<file path="config.mk">
export PLATFORM = sky130hd
export DESIGN_NAME = fifo_credit_top
export DESIGN_NICKNAME = d
export VERILOG_FILES = /design/src/fifo_pkg.sv /design/src/fifo_credit_top.sv /design/src/fifo_ctrl_1r1w_push_credit.sv /design/src/fifo_pop_ctrl.sv /design/src/fifo_push_ctrl_credit.sv /design/src/fifo_ram_1r1w.sv
export SDC_FILE = /design/constraint.sdc
export NUM_CORES = 1
export LEC_CHECK = 0
export ABC_AREA = 1
export BUFFER_PORTS_ARGS = -buffer_cell sky130_fd_sc_hd__buf_2
export CORE_AREA = 2 2 113 115
export DETAILED_ROUTE_END_ITERATION = 6
export DIE_AREA = 0 0 115 117
export PLACE_DENSITY = 0.76
export SKIP_LAST_GASP = 1
export SLEW_MARGIN = 10
export SYNTH_ARGS = -nofsm -noshare
export SYNTH_HDL_FRONTEND = slang
export SYNTH_SLANG_ARGS = --single-unit
</file>
<file path="constraint.sdc">
create_clock -name clk -period 2.8 [get_ports clk]
set_input_delay 0.56 -clock clk [delete_from_list [all_inputs] [get_ports clk]]
set_output_delay 0.56 -clock clk [all_outputs]
set_load 0.01 [all_outputs]
</file>
<file path="src/fifo_pkg.sv">
// FIFO shared definitions

`default_nettype none

package fifo_pkg;

  // ----------------------------------------------------------
  // Sizing
  // ----------------------------------------------------------

  // Number of entries held in the external RAM
  localparam int DEPTH = 8;
  // Width of one FIFO entry
  localparam int DATA_WIDTH = 16;
  // The credit counter never needs to hold more than one credit per entry
  localparam int MAX_CREDIT = DEPTH;

  // Derived widths, counts run from 0 up to and including the maximum
  localparam int ADDR_WIDTH = $clog2(DEPTH);
  localparam int COUNT_WIDTH = $clog2(DEPTH + 1);
  localparam int CREDIT_WIDTH = $clog2(MAX_CREDIT + 1);

  // ----------------------------------------------------------
  // Vector types
  // ----------------------------------------------------------

  typedef logic [DATA_WIDTH-1:0] data_t;
  typedef logic [ADDR_WIDTH-1:0] addr_t;
  typedef logic [COUNT_WIDTH-1:0] count_t;
  typedef logic [CREDIT_WIDTH-1:0] credit_t;

  // ----------------------------------------------------------
  // Port bundles
  // ----------------------------------------------------------

  // RAM write port, the entry lands in the array on the next edge
  typedef struct packed {
    logic  valid;
    addr_t addr;
    data_t data;
  } ram_wr_t;

  // RAM read address, answered in the same cycle
  typedef struct packed {
    logic  valid;
    addr_t addr;
  } ram_rd_req_t;

  // RAM read data, valid mirrors the request
  typedef struct packed {
    logic  valid;
    data_t data;
  } ram_rd_resp_t;

  // Incoming push offered to the pop side before it reaches the RAM
  typedef struct packed {
    logic  valid;
    data_t data;
  } bypass_t;

endpackage

`default_nettype wire

</file>
<file path="src/fifo_credit_top.sv">
// Credit FIFO top level

`timescale 1ns/1ps
`default_nettype none

module fifo_credit_top (
  input  wire logic              clk,
  input  wire logic              rst_n,
  input  wire logic              push_credit_stall,
  output logic                   push_credit,
  input  wire logic              push_valid,
  input  wire fifo_pkg::data_t   push_data,
  input  wire logic              pop_ready,
  output logic                   pop_valid,
  output fifo_pkg::data_t        pop_data,
  output logic                   full,
  output fifo_pkg::count_t       slots,
  output logic                   empty,
  output fifo_pkg::count_t       items,
  input  wire fifo_pkg::credit_t credit_initial,
  input  wire fifo_pkg::credit_t credit_withhold,
  output fifo_pkg::credit_t      credit_count,
  output fifo_pkg::credit_t      credit_available
);

  // RAM ports between controller and storage
  fifo_pkg::ram_wr_t      ram_wr;
  fifo_pkg::ram_rd_req_t  ram_rd_req;
  fifo_pkg::ram_rd_resp_t ram_rd_resp;

  fifo_ctrl_1r1w_push_credit u_ctrl (
    .clk (clk), .rst_n (rst_n),
    .push_credit_stall (push_credit_stall), .push_credit (push_credit),
    .push_valid (push_valid), .push_data (push_data),
    .pop_ready (pop_ready), .pop_valid (pop_valid), .pop_data (pop_data),
    .full (full), .slots (slots), .empty (empty), .items (items),
    .credit_initial (credit_initial), .credit_withhold (credit_withhold),
    .credit_count (credit_count), .credit_available (credit_available),
    .ram_wr (ram_wr), .ram_rd_req (ram_rd_req), .ram_rd_resp (ram_rd_resp)
  );

  // Storage sized to the FIFO depth
  fifo_ram_1r1w u_ram (
    .clk (clk), .ram_wr (ram_wr), .ram_rd_req (ram_rd_req), .ram_rd_resp (ram_rd_resp)
  );

endmodule

`default_nettype wire

</file>
<file path="src/fifo_ctrl_1r1w_push_credit.sv">
// FIFO controller, credit push and ready/valid pop

`timescale 1ns/1ps
`default_nettype none

module fifo_ctrl_1r1w_push_credit (
  input  wire logic                   clk,
  input  wire logic                   rst_n,

  // Push side
  input  wire logic                   push_credit_stall,
  output logic                        push_credit,
  input  wire logic                   push_valid,
  input  wire fifo_pkg::data_t        push_data,

  // Pop side
  input  wire logic                   pop_ready,
  output logic                        pop_valid,
  output fifo_pkg::data_t             pop_data,

  // Status
  output logic                        full,
  output fifo_pkg::count_t            slots,
  output logic                        empty,
  output fifo_pkg::count_t            items,

  // Credit control and status
  input  wire fifo_pkg::credit_t      credit_initial,
  input  wire fifo_pkg::credit_t      credit_withhold,
  output fifo_pkg::credit_t           credit_count,
  output fifo_pkg::credit_t           credit_available,

  // External 1R1W RAM
  output fifo_pkg::ram_wr_t           ram_wr,
  output fifo_pkg::ram_rd_req_t       ram_rd_req,
  input  wire fifo_pkg::ram_rd_resp_t ram_rd_resp
);

  // Signals running between the two halves
  logic              bypass_ready;
  fifo_pkg::bypass_t bypass;
  logic              ram_push;
  logic              ram_pop;
  logic              bypass_pop;

  // Write pointer, free slots and credits
  fifo_push_ctrl_credit u_push_ctrl (
    .clk               (clk),
    .rst_n             (rst_n),
    .push_credit_stall (push_credit_stall),
    .push_credit       (push_credit),
    .push_valid        (push_valid),
    .push_data         (push_data),
    .full              (full),
    .slots             (slots),
    .credit_initial    (credit_initial),
    .credit_withhold   (credit_withhold),
    .credit_count      (credit_count),
    .credit_available  (credit_available),
    .bypass_ready      (bypass_ready),
    .bypass            (bypass),
    .ram_wr            (ram_wr),
    .ram_push          (ram_push),
    .ram_pop           (ram_pop),
    .bypass_pop        (bypass_pop)
  );

  // Read pointer, item count and the bypass path
  fifo_pop_ctrl u_pop_ctrl (
    .clk          (clk),
    .rst_n        (rst_n),
    .pop_ready    (pop_ready),
    .pop_valid    (pop_valid),
    .pop_data     (pop_data),
    .empty        (empty),
    .items        (items),
    .bypass_ready (bypass_ready),
    .bypass       (bypass),
    .bypass_pop   (bypass_pop),
    .ram_rd_req   (ram_rd_req),
    .ram_rd_resp  (ram_rd_resp),
    .ram_push     (ram_push),
    .ram_pop      (ram_pop)
  );

endmodule

`default_nettype wire

</file>
<file path="src/fifo_pop_ctrl.sv">
// FIFO pop control with bypass

`timescale 1ns/1ps
`default_nettype none

module fifo_pop_ctrl (
  input  wire logic                  clk,
  input  wire logic                  rst_n,

  // Pop side, ready and valid
  input  wire logic                  pop_ready,
  output logic                       pop_valid,
  output fifo_pkg::data_t            pop_data,

  // Pop side status
  output logic                       empty,
  output fifo_pkg::count_t           items,

  // Bypass handshake with push control
  output logic                       bypass_ready,
  input  wire fifo_pkg::bypass_t     bypass,
  output logic                       bypass_pop,

  // RAM read port and occupancy events
  output fifo_pkg::ram_rd_req_t      ram_rd_req,
  input  wire fifo_pkg::ram_rd_resp_t ram_rd_resp,
  input  wire logic                  ram_push,
  output logic                       ram_pop
);

  fifo_pkg::addr_t rd_ptr;

  // ----------------------------------------------------------
  // Read side of the RAM
  // ----------------------------------------------------------

  assign empty = (items == '0);

  // The head entry is read whenever the RAM holds anything
  always_comb begin
    ram_rd_req.valid = !empty;
    ram_rd_req.addr  = rd_ptr;
  end

  // ----------------------------------------------------------
  // Pop interface selection
  // ----------------------------------------------------------

  // The bypass is only taken when nothing older sits in the RAM
  assign bypass_ready = empty && pop_ready;

  // Valid does not look at ready, so the offer stays up under back-pressure
  // An untaken bypass entry goes to the RAM and shows the same data next cycle
  always_comb begin
    if (empty) begin
      pop_valid = bypass.valid;
      pop_data  = bypass.data;
    end else begin
      pop_valid = ram_rd_resp.valid;
      pop_data  = ram_rd_resp.data;
    end
  end

  // Each transfer is counted on exactly one of the two paths
  assign bypass_pop = bypass_ready && bypass.valid;
  assign ram_pop    = !empty && ram_rd_resp.valid && pop_ready;

  // ----------------------------------------------------------
  // Read pointer and item count
  // ----------------------------------------------------------

  // Read pointer wraps at the last entry, like the write pointer
  always_ff @(posedge clk) begin
    if (!rst_n) begin
      rd_ptr <= '0;
    end else if (ram_pop) begin
      if (rd_ptr == fifo_pkg::addr_t'(fifo_pkg::DEPTH - 1)) begin
        rd_ptr <= '0;
      end else begin
        rd_ptr <= rd_ptr + 1'b1;
      end
    end
  end

  // Items count only what sits in the RAM, bypassed entries never show up here
  always_ff @(posedge clk) begin
    if (!rst_n) begin
      items <= '0;
    end else begin
      case ({ram_push, ram_pop})
        2'b10:   items <= items + 1'b1;
        2'b01:   items <= items - 1'b1;
        default: items <= items;
      endcase
    end
  end

endmodule

`default_nettype wire

</file>
<file path="src/fifo_push_ctrl_credit.sv">
// FIFO push control with credit return

`timescale 1ns/1ps
`default_nettype none

module fifo_push_ctrl_credit (
  input  wire logic                 clk,
  input  wire logic                 rst_n,

  // Push side, credit and valid
  input  wire logic                 push_credit_stall,
  output logic                      push_credit,
  input  wire logic                 push_valid,
  input  wire fifo_pkg::data_t      push_data,

  // Push side status
  output logic                      full,
  output fifo_pkg::count_t          slots,

  // Credit control and status
  input  wire fifo_pkg::credit_t    credit_initial,
  input  wire fifo_pkg::credit_t    credit_withhold,
  output fifo_pkg::credit_t         credit_count,
  output fifo_pkg::credit_t         credit_available,

  // Bypass handshake with pop control
  input  wire logic                 bypass_ready,
  output fifo_pkg::bypass_t         bypass,

  // RAM write port and occupancy events
  output fifo_pkg::ram_wr_t         ram_wr,
  output logic                      ram_push,
  input  wire logic                 ram_pop,
  input  wire logic                 bypass_pop
);

  fifo_pkg::addr_t wr_ptr;
  logic            credit_en;
  logic            credit_return;

  // ----------------------------------------------------------
  // Bypass offer and RAM write
  // ----------------------------------------------------------

  // Every push is offered for bypass, pop control decides if it takes it
  always_comb begin
    bypass.valid = push_valid;
    bypass.data  = push_data;
  end

  // A push the pop side cannot take right now goes into the RAM
  assign ram_push = push_valid && !bypass_ready;

  always_comb begin
    ram_wr.valid = ram_push;
    ram_wr.addr  = wr_ptr;
    ram_wr.data  = push_data;
  end

  // Write pointer wraps at the last entry
  always_ff @(posedge clk) begin
    if (!rst_n) begin
      wr_ptr <= '0;
    end else if (ram_push) begin
      if (wr_ptr == fifo_pkg::addr_t'(fifo_pkg::DEPTH - 1)) begin
        wr_ptr <= '0;
      end else begin
        wr_ptr <= wr_ptr + 1'b1;
      end
    end
  end

  // ----------------------------------------------------------
  // Free slot tracking
  // ----------------------------------------------------------

  // Slots count free RAM entries, a push and a pop together cancel out
  always_ff @(posedge clk) begin
    if (!rst_n) begin
      slots <= fifo_pkg::count_t'(fifo_pkg::DEPTH);
    end else begin
      case ({ram_push, ram_pop})
        2'b10:   slots <= slots - 1'b1;
        2'b01:   slots <= slots + 1'b1;
        default: slots <= slots;
      endcase
    end
  end

  assign full = (slots == '0);

  // ----------------------------------------------------------
  // Credit counter
  // ----------------------------------------------------------

  // Credits start flowing one cycle after reset is released
  always_ff @(posedge clk) begin
    if (!rst_n) begin
      credit_en <= 1'b0;
    end else begin
      credit_en <= 1'b1;
    end
  end

  // Any item that leaves, from the RAM or through the bypass, frees one slot
  assign credit_return = ram_pop || bypass_pop;

  // One credit goes back per cycle, only above the withheld floor and when not stalled
  assign push_credit = credit_en && !push_credit_stall && (credit_count > credit_withhold);

  // The counter takes its initial value from the live input during reset
  always_ff @(posedge clk) begin
    if (!rst_n) begin
      credit_count <= credit_initial;
    end else begin
      case ({credit_return, push_credit})
        2'b10:   credit_count <= credit_count + 1'b1;
        2'b01:   credit_count <= credit_count - 1'b1;
        default: credit_count <= credit_count;
      endcase
    end
  end

  // Credits that could be released now, never below zero
  assign credit_available = (credit_count > credit_withhold) ?
                            credit_count - credit_withhold : '0;

endmodule

`default_nettype wire

</file>
<file path="src/fifo_ram_1r1w.sv">
// Flop-based 1R1W RAM

`timescale 1ns/1ps
`default_nettype none

module fifo_ram_1r1w (
  input  wire logic                  clk,

  // Write port, one cycle latency
  input  wire fifo_pkg::ram_wr_t     ram_wr,

  // Read port, zero cycle latency
  input  wire fifo_pkg::ram_rd_req_t ram_rd_req,
  output fifo_pkg::ram_rd_resp_t     ram_rd_resp
);

  // Storage array, contents are undefined until first written
  fifo_pkg::data_t mem [fifo_pkg::DEPTH];

  // ----------------------------------------------------------
  // Write
  // ----------------------------------------------------------

  always_ff @(posedge clk) begin
    if (ram_wr.valid) begin
      mem[ram_wr.addr] <= ram_wr.data;
    end
  end

  // ----------------------------------------------------------
  // Read
  // ----------------------------------------------------------

  // A same-cycle write to the read address is not forwarded
  always_comb begin
    ram_rd_resp.valid = ram_rd_req.valid;
    ram_rd_resp.data  = mem[ram_rd_req.addr];
  end

endmodule

`default_nettype wire

</file>
==> flow_metrics.env <==
export IMPL_outcome="finished, final reports clean"
export IMPL_synth_nets=593
export IMPL_vias=4406
export IMPL_fmax_mhz=374
export IMPL_layout_min_cycle_time_ps=2670
export IMPL_relSlewSlack_pct=46.8
export IMPL_worstSetupEndpointType="output port"
export IMPL_root_buffer="clkbuf_16"
export IMPL_avgRoutedWirePerCell_um=17.2
export IMPL_syn_avg_cell_area_um2=12.1
export IMPL_whs_path_depth=3
export IMPL_ctsHtreeMaxLevel=4
export IMPL_cts_sinks=150
export IMPL_io_buffers=64
export IMPL_fin_nets=680
export IMPL_period_share_pct=95.5
export IMPL_cellPowerDensity_nw_per_um2=1020
export IMPL_slew_viol_final=0
export IMPL_clk_insertion_delay_late_ps=430
export IMPL_dp_cells=763
export IMPL_gp_congestion=0.844
export IMPL_dp_hpwl_mm=8.71
export IMPL_ys_ff_latch=150
export IMPL_yosys_warnings=0
export IMPL_ys_types=38
export IMPL_grt_max_degree=38
export IMPL_dieArea_um2=13500
export IMPL_timing_worst_slew_pin_value_ps=797
export IMPL_hold_viol=0
export IMPL_num_fill_cells=924
export IMPL_wirelength_mm=13.7
export IMPL_netlist_area_um2=6620
export IMPL_core_um2=12300
export IMPL_worstRegToRegCells=17
export IMPL_min_path_type="in2reg"
export IMPL_clk_transition_reported_paths_ps=50
export IMPL_areaGrowthSynthToFinish_pct=18.9
export IMPL_startpoint_type="flop"
export IMPL_critPathRequiredTime_ps=2240
export IMPL_antenna_found_initial=0
export IMPL_cts_buffer_depth=2
export IMPL_route_detailed_drc=0
export IMPL_leakagePower_nw=3.13
export IMPL_ant_nets=0
export IMPL_synth_edf_count=132
export IMPL_synth_ff_type="edfxtp_1"
export IMPL_viasPerCell=5.53
export IMPL_grt_pass1_vias=4401
export IMPL_numCtsBuffers=17
export IMPL_pin_count=65
export IMPL_setup_tns_ps=0
export IMPL_synth_async_reset_ratio_pct=0
export IMPL_num_antenna_cells=0
export IMPL_setup_violations=0
export IMPL_first_pass_iters=5
export IMPL_start_util_pct=53.8
export IMPL_drt_iter0_markers=340
export IMPL_grt_pass1_wl_mm=21.8
export IMPL_final_cells=797
export IMPL_fin_worst_skew_ps=11.4
export IMPL_num_rows=41
export IMPL_cts_tree="built"
export IMPL_worst_ir_drop_vdd_uv=688
export IMPL_drive_above_1_share_pct=23.0
export IMPL_cp_max_fo=4
export IMPL_cts_hold_buf=0
export IMPL_synth_cells=547
export IMPL_yosysSeqAreaShare_pct=65.3
export IMPL_dieHeight_um=117
export IMPL_final_util_pct=64.0
export IMPL_drv_cap=0
export IMPL_critPathKind="reg2out"
export IMPL_track_usage_pct=21.7
export IMPL_grt_setup_unrepaired="no"
export IMPL_die_w_um=115
export IMPL_overflow=0
export IMPL_crit_arrival_ps=2110
[layout make-up]
cell class	count	area (um^2)	area share, %
Clock buffer	23	478	6.07
Tap cell	150	188	2.38
Sequential cell	150	4330	54.9
Clock inverter	9	125	1.59
Inverter	63	240	3.05
Multi-Input combinational cell	309	1950	24.8
Timing Repair Buffer	93	567	7.20
[routing by layer]
metal,routed length (um),track usage (%),vias to the layer above
met5,0,0,-
met4,391,10.6,0
met3,745,5.66,35
met2,6780,35.5,134
met1,5820,27.0,2107
li1,-,-,2130
[synthesized netlist by cell type (2+ instances only)]
cell	n	area [um^2]
a21oi_1	37	185
o211ai_1	32	240
dfxtp_1	18	360
a211oi_1	3	22.5
inv_2	3	11.3
nand2_1	58	218
buf_6	3	33.8
edfxtp_1	132	3960
clkbuf_1	13	48.8
nor2_1	31	116
inv_1	59	221
nor2_2	4	25.0
fa_1	3	60.1
o21ai_0	44	220
nand2_2	4	25.0
xor2_1	7	61.3
o211a_1	2	20.0
buf_2	6	30.0
nand4_1	2	12.5
ha_1	14	175
nand3_1	20	100
buf_1	2	7.51
xnor2_1	2	17.5
o21ai_1	3	15.0
mux2i_1	32	320
[worst paths after layout]
| kind | startpoint | endpoint | slack, ps |
|---|---|---|---|
| max | u_ctrl.u_push_ctrl.credit_count[0]$_DFFE_PP_ | push_credit | 130 |
| min | credit_initial[1] | u_ctrl.u_push_ctrl.credit_count[1]$_DFFE_PP_ | 410 |
| max reg2reg | u_ctrl.u_push_ctrl.credit_count[0]$_DFFE_PP_ | u_ctrl.u_push_ctrl.credit_count[2]$_DFFE_PP_ | 300 |
| min reg2reg | u_ctrl.u_pop_ctrl.items[0]$_SDFFE_PN0P_ | u_ctrl.u_pop_ctrl.items[0]$_SDFFE_PN0P_ | 510 |
[power breakdown]
| part | internal (mW) | switching [mW] |
|---|---|---|
| registers | 2.69 | 0.196 |
| clock network | 1.46 | 0.820 |
| logic | 1.12 | 1.78 |
| total | 5.27 | 2.80 |
[state kept, by name, summed over array words and instances (netlist names), named ones only]
signal,cells
u_ctrl.u_pop_ctrl.items,4
u_ctrl.u_pop_ctrl.rd_ptr,3
u_ctrl.u_push_ctrl.credit_count,4
u_ctrl.u_push_ctrl.credit_en,1
u_ctrl.u_push_ctrl.slots,4
u_ctrl.u_push_ctrl.wr_ptr,3
u_ram.mem,128
[cell families after synthesis]
kind of cell | Yosys count | share of synthesized area [%]
multiplexers | 32 | 4.84
adder cells (fa/ha/maj) | 17 | 3.55
XOR/XNOR | 9 | 1.19
AND/OR/NAND/NOR | 128 | 8.77
flip-flops | 150 | 65.3
AO/OA/AOI/OAI | 123 | 10.9
buffers and inverters | 88 | 5.50
[through the flow]
stage	instance area [um^2]	worst slack (ps)	hold WS, ps	power, mW
3_5_place_dp	7230	3.39	497	5.78
3_3_place_gp	7230	110	482	5.68
2_1_floorplan	6620	316	492	4.77
4_1_cts	7860	2.79	392	8.10
5_1_grt	7880	7.50	400	8.57
6_report	7880	125	406	8.07
[timing repair]
| action | CTS | global route |
|---|---|---|
| pin swaps | 1 | 2 |
| setup buffers | 2 | 0 |
| hold endpoints to repair | 0 | 0 |
| resized for setup | 1 | 9 |
| endpoints found under the setup margin | 5 | 19 |
[cells in the final DEF (no fill, tap or decap), types with 13 or more instances in the layout]
cell,synthesis,routed
edfxtp_1,132,132
buf_2,6,64
nand2_1,58,57
inv_1,59,55
o21ai_0,44,44
a21oi_1,37,37
mux2i_1,32,32
o211ai_1,32,32
nor2_1,31,31
buf_4,1,26
nand3_1,20,20
dfxtp_1,18,17
clkbuf_16,0,17
ha_1,14,13
[worst max-delay path: stages, from the launching register on]
cell and delay [ps]:
edfxtp_1 360, inv_2 50, ha_2 180, fa_2 340, inv_2 70, nand2_2 50
nand2_1 90, nand2_2 70, nor2_4 120, buf_6 130, nand2_1 40, inv_1 70
buf_2 120
Note: power is estimated with default switching activity, not from simulation.
